## src/hdl/led_matrix_pkg.sv

```systemverilog
/*
 * Geometry and scan timing of the 8x8 LED matrix.
 * Drive time assumes a 33 MHz clk_33. Never raise it above 10 us at full current.
 */
package led_matrix_pkg;

   // matrix geometry, fixed by the board.
   localparam int num_cols = 8;                        // columns scanned one at a time.
   localparam int num_rows = 8;                        // row lines driven per column.
   localparam int col_index_bits = $clog2(num_cols);   // 3 bits for 8 columns.

   // one lit column lasts 10 us, about 30 ns per clock.
   localparam int drive_clock_cycles = 330;
   localparam int drive_clock_bits = $clog2(drive_clock_cycles);  // 9 bits, holds 0..329.

   // column number, 0 is the leftmost column.
   typedef logic [col_index_bits-1:0] col_index_t;

   // row bitmap of one column, bit n lights row n.
   typedef logic [num_rows-1:0] row_bits_t;

endpackage

```

## src/hdl/host_bus_pkg.sv

```systemverilog
/*
 * Host command word and framebuffer request/response types.
 * Payload decode depends on op. Spare control bits are ignored.
 */
package host_bus_pkg;

   import led_matrix_pkg::*;

   // command kind carried in the top bit of the word.
   typedef enum logic {
      op_fb_write = 1'b0,                 // write one column bitmap.
      op_ctrl     = 1'b1                  // update control register.
   } host_op_t;

   // payload of a column write, 11 bits.
   typedef struct packed {
      col_index_t col;                    // target column.
      row_bits_t  rows;                   // new bitmap.
   } fb_write_t;

   // payload of a control command, 11 bits.
   typedef struct packed {
      logic       enable;                 // display enable.
      logic [9:0] spare;                  // reserved, write as zero.
   } ctrl_t;

   // same 11 bits, decoded by op.
   typedef union packed {
      fb_write_t fb_write;
      ctrl_t     ctrl;
   } host_payload_u;

   // full 12-bit host command.
   typedef struct packed {
      host_op_t      op;
      host_payload_u payload;
   } host_cmd_t;

   // framebuffer access, write when wr is set, read otherwise.
   typedef struct packed {
      logic       wr;
      col_index_t col;                    // entry address.
      row_bits_t  data;                   // write data, don't care on reads.
   } fb_req_t;

   // read data, one cycle after the read.
   typedef struct packed {
      row_bits_t data;
   } fb_rsp_t;

endpackage

```

## src/hdl/column_fetch.sv

```systemverilog
/*
 * Reads the next column bitmap through the arbiter before each lit period.
 * Latency is 2 cycles plus any cycles lost to host writes.
 */
`timescale 1ns/1ns

module column_fetch (
   input  logic                      clk_33,
   input  logic                      nrst,
   input  logic                      fetch_start,
   input  led_matrix_pkg::col_index_t next_col,
   input  logic                      display_enable,
   output logic                      fetch_req_valid,
   output host_bus_pkg::fb_req_t      fetch_req,
   input  logic                      fetch_grant,
   input  logic                      fetch_rsp_valid,
   input  host_bus_pkg::fb_rsp_t      fetch_rsp,
   output logic                      column_ready,
   output led_matrix_pkg::row_bits_t  row_out
);

   import led_matrix_pkg::*;
   import host_bus_pkg::*;

   typedef enum logic [1:0] {
      st_idle,                                        // nothing to fetch.
      st_req,                                         // host holds the memory.
      st_data                                         // read granted, data next.
   } fetch_state_t;

   fetch_state_t state;
   row_bits_t    row_q;                               // bitmap of the coming column.

   // request goes out in the start cycle already.
   assign fetch_req_valid = (state == st_idle && fetch_start) || (state == st_req);

   always_comb begin
      fetch_req.wr   = 1'b0;                          // read only.
      fetch_req.col  = next_col;                      // stable while mux waits.
      fetch_req.data = '0;
   end

   always_ff @(posedge clk_33 or negedge nrst) begin
      if (!nrst) begin
         state        <= st_idle;
         column_ready <= 1'b0;
      end else begin
         column_ready <= 1'b0;                        // single-cycle pulse.
         case (state)
            st_idle: begin
               if (fetch_start) begin
                  state <= fetch_grant ? st_data : st_req;
               end
            end
            st_req: begin
               if (fetch_grant) begin
                  state <= st_data;
               end
            end
            st_data: begin
               if (fetch_rsp_valid) begin
                  state        <= st_idle;
                  column_ready <= 1'b1;               // row_q valid with this pulse.
               end
            end
            default: state <= st_idle;
         endcase
      end
   end

   // bitmap latch, loaded together with column_ready.
   always_ff @(posedge clk_33) begin
      if (state == st_data && fetch_rsp_valid) begin
         row_q <= fetch_rsp.data;
      end
   end

   assign row_out = display_enable ? row_q : '0;      // blank rows when disabled.

endmodule

```

## src/hdl/column_mux.sv

```systemverilog
/*
 * Column scan FSM. Each column stays lit for exactly drive_clock_cycles.
 * The dark gap between columns stretches with the fetch latency.
 */
`timescale 1ns/1ns

module column_mux (
   input  logic                              clk_33,
   input  logic                              nrst,
   input  logic                              column_ready,
   output logic                              fetch_start,
   output led_matrix_pkg::col_index_t        next_col,
   output logic [led_matrix_pkg::num_cols-1:0] col_out
);

   import led_matrix_pkg::*;

   typedef enum logic [1:0] {
      st_boot,                                        // first cycle out of reset.
      st_wait,                                        // dark, waiting for bitmap.
      st_lit                                          // one column on.
   } mux_state_t;

   mux_state_t                  state;
   col_index_t                  col_idx;              // column to light.
   logic [drive_clock_bits-1:0] drive_cnt;            // cycles spent lit.

   always_ff @(posedge clk_33 or negedge nrst) begin
      if (!nrst) begin
         state       <= st_boot;
         col_idx     <= '0;
         drive_cnt   <= '0;
         fetch_start <= 1'b0;
      end else begin
         fetch_start <= 1'b0;                         // pulse by default.
         case (state)
            st_boot: begin
               state       <= st_wait;
               fetch_start <= 1'b1;                   // first fetch, column 0.
            end
            st_wait: begin
               drive_cnt <= '0;
               if (column_ready) begin
                  state <= st_lit;                    // lit from the next cycle.
               end
            end
            st_lit: begin
               if (drive_cnt == drive_clock_bits'(drive_clock_cycles - 1)) begin
                  state       <= st_wait;
                  fetch_start <= 1'b1;                // fetch the following column.
                  drive_cnt   <= '0;
                  if (col_idx == col_index_t'(num_cols - 1)) begin
                     col_idx <= '0;                   // wrap to first column.
                  end else begin
                     col_idx <= col_idx + 1'b1;
                  end
               end else begin
                  drive_cnt <= drive_cnt + 1'b1;
               end
            end
            default: state <= st_boot;
         endcase
      end
   end

   // index already points at the column being fetched.
   assign next_col = col_idx;

   // one-hot column drive, dark outside the lit state.
   always_comb begin
      col_out = '0;
      if (state == st_lit) begin
         col_out[col_idx] = 1'b1;
      end
   end

endmodule

```

## src/hdl/fb_arbiter.sv

```systemverilog
/*
 * Fixed-priority access to the framebuffer, host first.
 * The fetcher waits as long as the host keeps writing.
 */
`timescale 1ns/1ns

module fb_arbiter (
   input  logic                 clk_33,
   input  logic                 nrst,
   input  logic                 host_req_valid,
   input  host_bus_pkg::fb_req_t host_req,
   input  logic                 fetch_req_valid,
   input  host_bus_pkg::fb_req_t fetch_req,
   output logic                 fetch_grant,
   output logic                 fetch_rsp_valid,
   output host_bus_pkg::fb_rsp_t fetch_rsp
);

   import host_bus_pkg::*;

   logic    ram_req_valid;                            // any access this cycle.
   fb_req_t ram_req;                                  // winning request.
   fb_rsp_t ram_rsp;
   logic    fetch_rd_q;                               // fetch read in flight.

   // host wins whenever it asks.
   assign fetch_grant = fetch_req_valid && !host_req_valid;

   always_comb begin
      ram_req_valid = host_req_valid || fetch_req_valid;
      if (host_req_valid) begin
         ram_req = host_req;
      end else begin
         ram_req = fetch_req;                         // also idle default.
      end
   end

   // data follows a granted fetch by one cycle.
   always_ff @(posedge clk_33 or negedge nrst) begin
      if (!nrst) begin
         fetch_rd_q <= 1'b0;
      end else begin
         fetch_rd_q <= fetch_grant;
      end
   end

   assign fetch_rsp_valid = fetch_rd_q;
   assign fetch_rsp       = ram_rsp;                  // rsp only moves on reads.

   framebuffer_ram ram_i (
      .clk_33    (clk_33),
      .nrst      (nrst),
      .req_valid (ram_req_valid),
      .req       (ram_req),
      .rsp       (ram_rsp)
   );

endmodule

```

## src/hdl/framebuffer_ram.sv

```systemverilog
/*
 * Column bitmap store, one entry per column. Cleared by reset.
 * Reads return data one cycle later, rsp holds until the next read.
 */
`timescale 1ns/1ns

module framebuffer_ram (
   input  logic                 clk_33,
   input  logic                 nrst,
   input  logic                 req_valid,
   input  host_bus_pkg::fb_req_t req,
   output host_bus_pkg::fb_rsp_t rsp
);

   import led_matrix_pkg::*;

   row_bits_t mem [num_cols];                         // one bitmap per column.

   always_ff @(posedge clk_33 or negedge nrst) begin
      if (!nrst) begin
         for (int i = 0; i < num_cols; i++) begin
            mem[i] <= '0;                             // blank display after reset.
         end
         rsp <= '0;
      end else if (req_valid) begin
         if (req.wr) begin
            mem[req.col] <= req.data;                 // write lands at this edge.
         end else begin
            rsp.data <= mem[req.col];                 // registered read.
         end
      end
   end

endmodule

```

## src/hdl/host_port.sv

```systemverilog
/*
 * Host command decoder. Strobes are never stalled.
 * Writes pass through in the strobe cycle, enable changes one cycle later.
 */
`timescale 1ns/1ns

module host_port (
   input  logic                   clk_33,
   input  logic                   nrst,
   input  logic                   host_valid,
   input  host_bus_pkg::host_cmd_t host_cmd,
   output logic                   host_req_valid,
   output host_bus_pkg::fb_req_t   host_req,
   output logic                   display_enable
);

   import host_bus_pkg::*;

   logic is_write;                                    // column write strobe.
   logic is_ctrl;                                     // control strobe.

   assign is_write = host_valid && (host_cmd.op == op_fb_write);
   assign is_ctrl  = host_valid && (host_cmd.op == op_ctrl);

   // write request straight from the payload.
   always_comb begin
      host_req_valid = is_write;
      host_req.wr    = 1'b1;
      host_req.col   = host_cmd.payload.fb_write.col;
      host_req.data  = host_cmd.payload.fb_write.rows;
   end

   // control register, spare bits dropped.
   always_ff @(posedge clk_33 or negedge nrst) begin
      if (!nrst) begin
         display_enable <= 1'b0;                      // dark until enabled.
      end else if (is_ctrl) begin
         display_enable <= host_cmd.payload.ctrl.enable;
      end
   end

endmodule

```

## src/hdl/led_matrix_top.sv

```systemverilog
/*
 * 8x8 LED matrix driver top. Host writes show up at the next fetch
 * of that column, at most one frame later.
 */
`timescale 1ns/1ns

module led_matrix_top (
   input  logic                              clk_33,
   input  logic                              nrst,
   input  logic                              host_valid,
   input  host_bus_pkg::host_cmd_t            host_cmd,
   output logic [led_matrix_pkg::num_cols-1:0] col_out,
   output led_matrix_pkg::row_bits_t          row_out
);

   import led_matrix_pkg::*;
   import host_bus_pkg::*;

   logic       host_req_valid;                        // host write to memory.
   fb_req_t    host_req;
   logic       display_enable;
   logic       fetch_req_valid;                       // fetcher read request.
   fb_req_t    fetch_req;
   logic       fetch_grant;
   logic       fetch_rsp_valid;
   fb_rsp_t    fetch_rsp;
   logic       fetch_start;                           // mux asks for next bitmap.
   col_index_t next_col;
   logic       column_ready;                          // bitmap latched.

   host_port host_port_i (
      .clk_33         (clk_33),
      .nrst           (nrst),
      .host_valid     (host_valid),
      .host_cmd       (host_cmd),
      .host_req_valid (host_req_valid),
      .host_req       (host_req),
      .display_enable (display_enable)
   );

   fb_arbiter fb_arbiter_i (
      .clk_33          (clk_33),
      .nrst            (nrst),
      .host_req_valid  (host_req_valid),
      .host_req        (host_req),
      .fetch_req_valid (fetch_req_valid),
      .fetch_req       (fetch_req),
      .fetch_grant     (fetch_grant),
      .fetch_rsp_valid (fetch_rsp_valid),
      .fetch_rsp       (fetch_rsp)
   );

   column_fetch column_fetch_i (
      .clk_33          (clk_33),
      .nrst            (nrst),
      .fetch_start     (fetch_start),
      .next_col        (next_col),
      .display_enable  (display_enable),
      .fetch_req_valid (fetch_req_valid),
      .fetch_req       (fetch_req),
      .fetch_grant     (fetch_grant),
      .fetch_rsp_valid (fetch_rsp_valid),
      .fetch_rsp       (fetch_rsp),
      .column_ready    (column_ready),
      .row_out         (row_out)
   );

   column_mux column_mux_i (
      .clk_33       (clk_33),
      .nrst         (nrst),
      .column_ready (column_ready),
      .fetch_start  (fetch_start),
      .next_col     (next_col),
      .col_out      (col_out)
   );

endmodule

```

## config.mk

```make
export PLATFORM = sky130hd
export DESIGN_NAME = led_matrix_top
export DESIGN_NICKNAME = d
export VERILOG_FILES = /design/src/hdl/led_matrix_pkg.sv /design/src/hdl/host_bus_pkg.sv /design/src/hdl/column_fetch.sv /design/src/hdl/column_mux.sv /design/src/hdl/fb_arbiter.sv /design/src/hdl/framebuffer_ram.sv /design/src/hdl/host_port.sv /design/src/hdl/led_matrix_top.sv
export SDC_FILE = /design/constraint.sdc
export NUM_CORES = 1
export LEC_CHECK = 0
export ABC_AREA = 1
export BUFFER_PORTS_ARGS = -buffer_cell sky130_fd_sc_hd__buf_2
export CORE_ASPECT_RATIO = 0.6
export CORE_MARGIN = 2
export CORE_UTILIZATION = 51
export CTS_CLUSTER_DIAMETER = 150
export DETAILED_ROUTE_END_ITERATION = 10
export PLACE_DENSITY = 0.77
export SETUP_SLACK_MARGIN = 0.05
export SLEW_MARGIN = 40
export SYNTH_ARGS = -nofsm -noshare
export SYNTH_HDL_FRONTEND = slang
export SYNTH_SLANG_ARGS = --single-unit
```

## constraint.sdc

```tcl
create_clock -name clk_33 -period 4.85 [get_ports clk_33]
set_input_delay 0.485 -clock clk_33 [delete_from_list [all_inputs] [get_ports clk_33]]
set_output_delay 0.485 -clock clk_33 [all_outputs]
set_load 0.005 [all_outputs]
```

# After elaboration in Yosys (flattened, before gate mapping)
# Cells that the tools add are included.
[word_totals]
reg_bits = 100
out_inout_bits = 16
wordCells = 82
in_bits = 15
[op_classes]
add_sub_neg = 2
eq_ne = 11
n_mux = 26
bitwise_logic = 3
n_reduce_logical = 18
magnitude_cmp = 4
[ops]
columns = ["operator", "count"]
rows = [
  ["bitwise mux 64 bit", 1],
  ["2-to-1 mux 8 bit", 5],
  ["binary-select mux 8 bit (select 3 bit)", 1],
  ["demux 8 bit (select 3 bit)", 1],
  ["one-hot mux 9 bit (2 select lines)", 1],
  ["2-to-1 mux 12 bit", 1],
  ["2-to-1 mux 2 bit", 6],
  ["one-hot mux 2 bit (3 select lines)", 2],
  ["adder 9 x 1 -> 9 bit, second input constant", 1],
  ["equality test 9 bit, second input constant", 1],
  ["2-to-1 mux 9 bit", 1],
  ["AND reduction 2 bit", 4],
  ["logical AND 1 bit", 7],
  ["inequality test 2 x 1 -> 1 bit, second input constant", 3],
  ["equality test 2 x 1 -> 1 bit, second input constant", 2],
  ["equality test 2 bit, second input constant", 2],
  ["greater-or-equal comparator 4 bit, second input constant", 1],
  ["zero test 2 bit", 2],
  ["less-than comparator 3 x 4 -> 1 bit, second input constant", 1],
  ["less-than comparator 4 x 1 -> 1 bit, second input constant", 1],
  ["2-to-1 mux 1 bit", 4],
  ["inequality test 2 bit, second input constant", 2],
  ["NOT 3 -> 4 bit", 1],
  ["adder 3 x 1 -> 3 bit, second input constant", 1],
  ["other kinds (10)", 12],
]

# Depth between registers and ports, before layout
# Gate-level depths: netlist of run 1.
[depth]
depth_word = 9
depth_mapped = 10
depth_no_buf = 9

# By module
# From an unflattened synthesis of run 1, not the netlist that was laid out.
[hier_totals]
hier_cells = 702
area_unflattened_um2 = 5241.3
[modules_own_cells]
columns = ["mod", "seq_area_each_um2", "cells_each", "area_per_inst_um2", "n_inst"]
rows = [
  ["framebuffer_ram", 1801.7, 455, 3414.5, 1],
  ["column_mux", 375.4, 131, 962.2, 1],
  ["column_fetch", 315.3, 53, 528.0, 1],
  ["fb_arbiter", 25.0, 43, 193.9, 1],
  ["host_port", 25.0, 20, 142.6, 1],
]

# Least setup slack after synthesis of run 1
# Ideal clock, no wire load.
[synth_path]
kind = "register to register"
start = "reg column_mux_i.state[0]"
end = "reg column_mux_i.drive_cnt[7]"
synth_period_minus_slack_ns = 1.589
t_required_ns = 4.729
setup_time_ns = 0.121
stages_incl_launch_ff = 9
path_buffers = 0
path_slack_ns = 3.261
arrival_time_ns = 1.467
path_cell_list = "dfrtp_1 inv_1 ha_1 inv_1 nor2_1 nand3_1 nor2_1 xor2_1 nor2_1"
[synth_between]
elab_chain_len = 2
elab_cells_between_ends = 4
classes_between = "2 x eq/ne; 1 x mux; 1 x reduce/logical"
[synth_lines]
columns = ["element", "line_no", "text"]
rows = [
  ["start, declared", "column_mux.sv:24", "mux_state_t state;"],
  ["start signal, assigned", "column_mux.sv:30", "state <= st_boot;"],
  ["start signal, assigned", "column_mux.sv:38", "state <= st_wait;"],
  ["start signal, assigned", "column_mux.sv:44", "state <= st_lit;"],
  ["equality test 2 bit / equality test 2 x 1 -> 1 bit (equally long branches)", "column_mux.sv:36", "case (state)"],
  ["one-hot mux 9 bit (2 select lines) / nonzero test 2 bit (equally long branches)", "--", ""],
  ["end signal, assigned", "column_mux.sv:58", "drive_cnt <= drive_cnt + 1'b1;"],
  ["end, declared", "column_mux.sv:26", "logic [drive_clock_bits-1:0] drive_cnt;"],
]
# Parallel ways exist; a longest one is shown, timed or not.
# A chain may end at the register's enable or synchronous reset.

# Worst setup path in the final report of run 1
[layout_path]
start = "in host_valid"
end = "reg fb_arbiter_i.ram_i.rsp[0] (netlist name)"
[layout_between]
elab_chain_len = 6
elab_cells_between_ends = 9
classes_between = "4 x mux; 2 x bitwise; 3 x reduce/logical"
[layout_lines]
columns = ["element", "line_no", "text"]
rows = [
  ["start, declared", "led_matrix_top.sv:10", "input logic host_valid,"],
  ["logical AND 1 bit (*)", "host_port.sv:22", "assign is_write = host_valid && (host_cmd.op == op_fb_write);"],
  ["2-to-1 mux 12 bit", "fb_arbiter.sv:31", "if (host_req_valid) begin"],
  ["NOT 3 -> 4 bit (implied by the code)", "framebuffer_ram.sv:29", "rsp.data <= mem[req.col];"],
  ["binary-select mux 8 bit (select 3 bit)", "framebuffer_ram.sv:29", ""],
  ["2-to-1 mux 8 bit (implied by the code) (2 in a row)", "framebuffer_ram.sv:29", ""],
  ["end, declared", "framebuffer_ram.sv:12", "output host_bus_pkg::fb_rsp_t rsp"],
]
# Mark *: on every way between the ends. The rest lies on a longest branch, timed or not. The select of a mux whose other input is x is not followed.

==> out/metrics.sh, run 1 <==
NUM_ROWS=28
CRITICAL_PATH_REQUIRED_NS=5.10
HTREEDEPTH=3
CPMAXSTAGEDELAYCELL='nand2_2'
GRT_MAX_DEGREE=48
DR.FIRST_ITER.DRC_COUNT=348
DRC=0
MOSTFREQUENTLAYOUTCELLS='nand2_1 (135), dfrtp_1 (92), inv_1 (78)'
VIAS_PER_CELL=5.21
POWERDENSITY_mW_PER_MM2=359
PLACE_HPWL_UM=7900
SYN_NETS=609
SYNTHESIS.AREA_SQ_MM=0.00519
OUTCOME='complete, no violations'
LAYOUT_SETUP_WS_NS=2.59
CTS.PATH.MAX_BUFFERS=2
CELLLEAKAGEPOWER_uW=0.00286
PRE_CTS_WS_NS=2.28
SEQ_AREA_SQ_MM=0.00254
PLACEDCELLCOUNT=732
NUMCTSBUFFERS=9
SLEW_HEADROOM=0.512
FINALWORSTPATHREQUIREDPERIOD_NS=2.26
IO_PINS=31
WORST_MAX_SLEW_PIN_SLEW_NS=0.729
START_KIND='input pin'
QUANTITY_OF_GATES_RESIZED_FOLLOWING_CTS=0
FIN_TNS_SETUP_NS=0
PORTBUFFERS=30
IRDROPWORSTVDD_V=0.000174
CLK-INSERTION-DELAY-LATE_NS=0.35
TRITONCTS='yes'
GLOBALPLACE.CONGESTION=0.869
TIMING.SETUP.CRITICAL_PATH_CLASS='in2reg'
GR-TOTAL-OVERFLOW=0
SLEW_VIOL_FINAL=0
POST_SYNTH.CELL_AREA_AVG_SQ_UM=8.87
FINALCRITPERIODSHARE=0.466
FIN_CELLS=746
PLACEDINSTANCEAREA_SQ_MM=0.00536
POST-ROUTE-CELL-AREA_SQ_MM=0.00567
ANT_NETS=0
TOTALWIRELENGTH_UM=11500
FP.DIEH_UM=82.1
RSZ0062_AT_GRT='false'
PATH_CLK_SLEW_NS=0.07
SYNTH-SEQ-AREA-SHARE=0.490
SYNTHESIS.INSTANCES=585
CRIT_FANOUT=40
CPLARGESTDELAYFAMILY='simple AND/OR/NAND/NOR gates'
WORSTPATHCELLLIST='buf_2, nand3_2, nand2_2, nand2_1, nand2_1, o21ai_1, nor2_1, nor2_1'
FIRSTDRTPASSITERS=5
ANTENNA_FOUND_INITIAL=0
YOSYSTOPAREACELLSHARE=0.444
NNETSFINAL=632
SYNTH.TOP_CELLS.BY_AREA='dfrtp_1 (44%), nand2_1 (9.8%), inv_1 (5.6%)'
MAXCLOCKFREQUENCY_MHz=443
CTSHOLDBUFFERS=0
GRT_USE_TOTAL=0.226
TIMING.MAX_CAP.VIOLATIONS=0
YS_TYPES=37
TIMING.FINAL.HOLD_VIOLATIONS=0
CTS_SINK_COUNT=100
YS_WARN_COUNT=0
INITIAL_CORE_UTIL=0.525
CRITPATHARRIVALTIME_NS=2.50
SYN2LAYOUT_AREA_GROWTH_PCT=9.16
DIE-WIDTH_UM=134
GRT_FIRST_PASS_WIRELENGTH_UM=18900
LAYOUT.CORE_UTILIZATION=0.573
TOTAL_AREA_OF_MULTI_INPUT_COMBINATIONAL_CELLS_SQ_MM=0.00219
ANTENNA-DIODE-COUNT=0
LAYOUT.CELLS.MOST_COMMON='nand2_1'
FINAL_LAYOUT_SIZE_SUFFIX_GT1_FRAC=0.185
WORST_HOLD_PATH_TYPE='in2async'
SETUP.WORST_PATH.END_CLASS='flop'
DETAIL_ROUTE.WL_PER_CELL_UM=15.5
PLACEABLECOREAREA_SQ_MM=0.00988
DIEAREA_SQ_MM=0.0110
SYNTH.FF_LATCH_COUNT=100
CTS_POST_SETUP_BUFFERS_INSERTED=0
YOSYSTOPAREACELL='dfrtp_1'
VIA_COUNT_OF_THE_FIRST_GLOBAL_ROUTING_PASS=3704
SETUP-VIOLATIONS-FINAL=0
LAYOUT.FILLER_CELLS=873
SUM_OF_BUFFERS_AND_INVERTERS_ON_THE_CRITICAL_PATH=1
FINAL.SETUP_SKEW_NS=0.0106
ROOT_CELL_OF_THE_CLOCK_TREE='clkbuf_16'
MAX_STAGE_DELAY_NS=0.77
NUM_VIAS=3887
==> metal layers <==
layer,up-vias,GRT usage,part of all wire
li1,1913,-,-
met1,1857,0.318,0.48
met2,104,0.347,0.44
met3,13,0.0659,0.065
met4,0,0.0611,0.011
met5,-,0,0
==> state kept, by name (all words and copies together) (netlist names) <==
| register | count |
|---|---|
| host_port_i.display_enable | 1 |
| column_mux_i.next_col | 3 |
| fb_arbiter_i.ram_i.rsp | 8 |
| column_fetch_i.row_q | 8 |
| column_fetch_i.column_ready | 1 |
| fb_arbiter_i.fetch_rsp_valid | 1 |
| column_mux_i.drive_cnt | 9 |
| fb_arbiter_i.ram_i.mem | 64 |
| column_fetch_i.state | 2 |
| column_mux_i.state | 2 |
| column_mux_i.fetch_start | 1 |
==> per-stage QoR <==
step,hold WS (ns),power [uW]
after floorplan,0.189,1230
after global placement,0.432,1290
after detailed placement,0.436,1310
after CTS,0.162,2050
after global routing,0.169,2140
final,0.143,2030
==> synth_stat cells <==
cell         n
buf_2        4
o21ai_1     39
xor2_1       3
o21ai_0      6
nand3_1     41
a31oi_1      1
nand3_2      1
dfrtp_1     92
nand2_2      4
nor2_1      47
o2111ai_1    1
nand3b_1    25
buf_4        5
o21ai_2     33
mux2i_1      1
ha_1         9
buf_6        9
edfxtp_1     8
nand2_1    136
nor2_8       4
clkbuf_1     1
nor2_4       1
nand4_1      2
xnor2_1      1
o211ai_2     1
nand2_4     13
inv_4        1
nand2_8      1
nor3_1       2
o31ai_1      1
inv_1       78
o22ai_1      1
o21bai_1     1
or2_1        1
or2_2        8
inv_2        1
a21oi_1      2
==> worst reg2reg max path, cell delays in order (launching register included) <==
cell and delay (ns):
dfrtp_1 0.45, nand2_4 0.27, nand2_2 0.50, nand2_1 0.21, nand2_1 0.07, o21ai_1 0.26, nor2_1 0.09, nor2_1 0.09
==> cell type report <==
cell class                      instances  share of cell area
Inverter                               80              0.0534
Multi-Input combinational cell        386               0.386
Sequential cell                       100               0.449
Clock inverter                          1             0.00530
Tap cell                              135              0.0298
Timing Repair Buffer                   31              0.0283
Clock buffer                           13              0.0479
==> where the power goes <==
| part | internal (uW) | leakage [uW] | total, uW | switching [uW] |
|---|---|---|---|---|
| clock network | 440 | 0.000147 | 736 | 296 |
| registers | 946 | 0.00126 | 1010 | 59.9 |
| logic | 121 | 0.00145 | 292 | 171 |
==> worst paths after layout <==
kind                                            from                    endpoint  slack [ns]  cells after the start
setup reg to reg            column_mux_i.next_col[0]   fb_arbiter_i.ram_i.rsp[0]        2.85                      7
hold / removal                                  nrst   column_mux_i.drive_cnt[5]        0.14                      1
min in group clk_33                     host_cmd[11]  host_port_i.display_enable        0.39                      2
max in group asynchronous                       nrst   fb_arbiter_i.ram_i.rsp[6]        3.64                      2
hold reg to reg            fb_arbiter_i.ram_i.rsp[3]     column_fetch_i.row_q[3]        0.45                      0
setup / recovery                          host_valid   fb_arbiter_i.ram_i.rsp[0]        2.59                      8
==> logic make-up (layout without fill, tap and decap cells) <==
kind of cell,count (synthesis),in the layout,share of synthesized area
mux,1,1,0.00193
xor+xnor,4,4,0.00675
simple gates,286,286,0.280
fa+ha+maj,9,9,0.0217
flops,100,100,0.490
compound gates,86,86,0.110
buf+inv,99,125,0.0897
No activity file was read; power rests on OpenSTA's default activity.
==> run 2, diff against run 1 <==
clock period = 2.1 ns   (was 4.85 ns; I/O delays follow)
==> run 2 against run 1 <==
  * Register-to-register slack worse by 2.6 ns
  * Worst hold slack worse by 0.030 ns
  * Sequential cell count stayed put
  * Cell area is 0.97% higher
  * First-iteration DRC count is 7.8% lower
  * Cell count is 0.94% higher
  * Total power is 130% higher
  * Setup slack worse by 2.4 ns
  * Utilization is 0.56 points higher
  * Clock-buffer cell count is 4 lower
  * Critical endpoint is now col_out[0]
  * Largest power group unchanged
==> out/metrics.sh, run 2 (synthesized netlist as in run 1, its figures left out) <==
ANTENNA_FOUND_INITIAL=0
TIMING.MAX_CAP.VIOLATIONS=0
DR.FIRST_ITER.DRC_COUNT=321
CRIT_FANOUT=5
PATH_CLK_SLEW_NS=0.07
RSZ0062_AT_GRT='false'
SETUP.WORST_PATH.START='column_mux_i.state[0]'
TIMING.RR.START='column_mux_i.state[0]'
DIEAREA_SQ_MM=0.0110
NNETSFINAL=637
TIMING.SETUP.CRITICAL_PATH_CLASS='reg2out'
FINALCRITPERIODSHARE=0.890
OUTCOME='complete, no violations'
DRC=0
INITIAL_CORE_UTIL=0.525
NUM_ROWS=28
FIN_HOLD_WS_NS=0.113
DETAIL_ROUTE.WL_PER_CELL_UM=15.2
VIA_COUNT_OF_THE_FIRST_GLOBAL_ROUTING_PASS=3865
VIAS_PER_CELL=5.22
POST-ROUTE-CELL-AREA_SQ_MM=0.00572
MOSTFREQUENTLAYOUTCELLS='nand2_1 (136), dfrtp_1 (92), inv_1 (78)'
SETUP-VIOLATIONS-FINAL=0
PLACEDINSTANCEAREA_SQ_MM=0.00541
ANTENNA-DIODE-COUNT=0
TRITONCTS='yes'
START_KIND='flop'
GRT_FIRST_PASS_WIRELENGTH_UM=19200
CELLLEAKAGEPOWER_uW=0.00288
R2R_SLACK_NS=0.29
FP.DIEH_UM=82.1
SETUP.WORST_PATH.END='col_out[0]'
CRITPATHARRIVALTIME_NS=1.66
CRITICAL_PATH_REQUIRED_NS=1.89
SLEW_VIOL_FINAL=0
CTS.PATH.MAX_BUFFERS=2
HTREEDEPTH=3
GR-TOTAL-OVERFLOW=0
NUMCTSBUFFERS=9
REG.LARGEST.LIST='fb_arbiter_i.ram_i.mem (64), column_mux_i.drive_cnt (9)'
DIE-WIDTH_UM=134
NUMBER_OF_FLIP_FLOPS_IN_THE_LARGEST_REGISTER=64
WORST_HOLD_PATH_TYPE='in2reg'
NUM_VIAS=3927
P_TOTAL_uW=4670
FINALWORSTPATHREQUIREDPERIOD_NS=1.87
MAX_FLOP_REGISTER='fb_arbiter_i.ram_i.mem'
LAYOUT.CELLS.MOST_COMMON='nand2_1'
POWERDENSITY_mW_PER_MM2=817
TIMING.FINAL.HOLD_VIOLATIONS=0
FIN_TNS_SETUP_NS=0
IO_PINS=31
GLOBALPLACE.CONGESTION=0.819
SLEW_HEADROOM=0.640
PLACEABLECOREAREA_SQ_MM=0.00988
WORST_MAX_SLEW_PIN_SLEW_NS=0.539
PLACEDCELLCOUNT=736
REGTOREGENDPOINT='column_mux_i.drive_cnt[7]'
ANT_NETS=0
SYN2LAYOUT_AREA_GROWTH_PCT=10.2
FIRSTDRTPASSITERS=5
GRT_MAX_DEGREE=45
ROOT_CELL_OF_THE_CLOCK_TREE='clkbuf_16'
FINAL.SETUP_SKEW_NS=0.00561
FINAL_LAYOUT_SIZE_SUFFIX_GT1_FRAC=0.193
SETUP.WORST_PATH.END_CLASS='output port'
FIN_CELLS=753
CTS_POST_SETUP_BUFFERS_INSERTED=0
GRT_USE_TOTAL=0.230
IRDROPWORSTVDD_V=0.000460
MAXCLOCKFREQUENCY_MHz=535
PORTBUFFERS=30
PLACE_HPWL_UM=7750
TOTALWIRELENGTH_UM=11400
CLK-INSERTION-DELAY-LATE_NS=0.35
REG2REG_DEPTH=8
CTS_SINK_COUNT=100
run 2: how the worst min path moves through the flow:
stage	cells after the start	from	endpoint	slack (ns)
global route	2	host_cmd[11]	host_port_i.display_enable	0.13
detailed placement	1	nrst	column_mux_i.drive_cnt[2]	0.11
finish	2	host_cmd[11]	host_port_i.display_enable	0.11
floorplan	0	nrst	column_fetch_i.column_ready	-0.09
CTS	2	host_cmd[11]	host_port_i.display_enable	0.11
global placement	1	nrst	column_mux_i.drive_cnt[2]	0.11
run 2: final cells by class:
type / count / area, sq um
repair buffers: 36 / 225
well taps: 135 / 169
inverters: 80 / 303
fillers: 874 / 4160
flip-flops and latches: 100 / 2540
clock buffers: 9 / 225
clock inverters: 7 / 73.8
multi-input cells: 386 / 2180
run 2: routing by layer:
| layer | vias up | global-route usage | routed length [um] |
|---|---|---|---|
| met3 | 20 | 0.0818 | 1030 |
| met2 | 136 | 0.364 | 5140 |
| met5 | - | 0 | 0 |
| li1 | 1921 | - | - |
| met1 | 1850 | 0.299 | 5090 |
| met4 | 0 | 0.0768 | 180 |
run 2: repair_timing:
action | in CTS | in global routing
resized for setup | 0 | 0
hold endpoints to repair | 19 | 0
hold buffers | 1 | 0
run 2: metrics by stage:
stage                     worst slack [ns]   util
after CTS                            0.217  0.579
after floorplan                      0.511      -
after global placement               0.410  0.548
final                                0.231  0.579
after global routing                0.0729  0.579
after detailed placement             0.318  0.548
run 2: critical path, cell delays in order, from the launching register on:
cell and delay, ns:
dfrtp_1 0.44, inv_1 0.10, ha_1 0.25, inv_1 0.09, nor2_1 0.09, inv_1 0.09
nor2_1 0.11, buf_2 0.12
run 2: power by group:
part | internal (uW) | switching (uW)
Clock | 932 | 747
Sequential | 2180 | 131
Combinational | 287 | 393
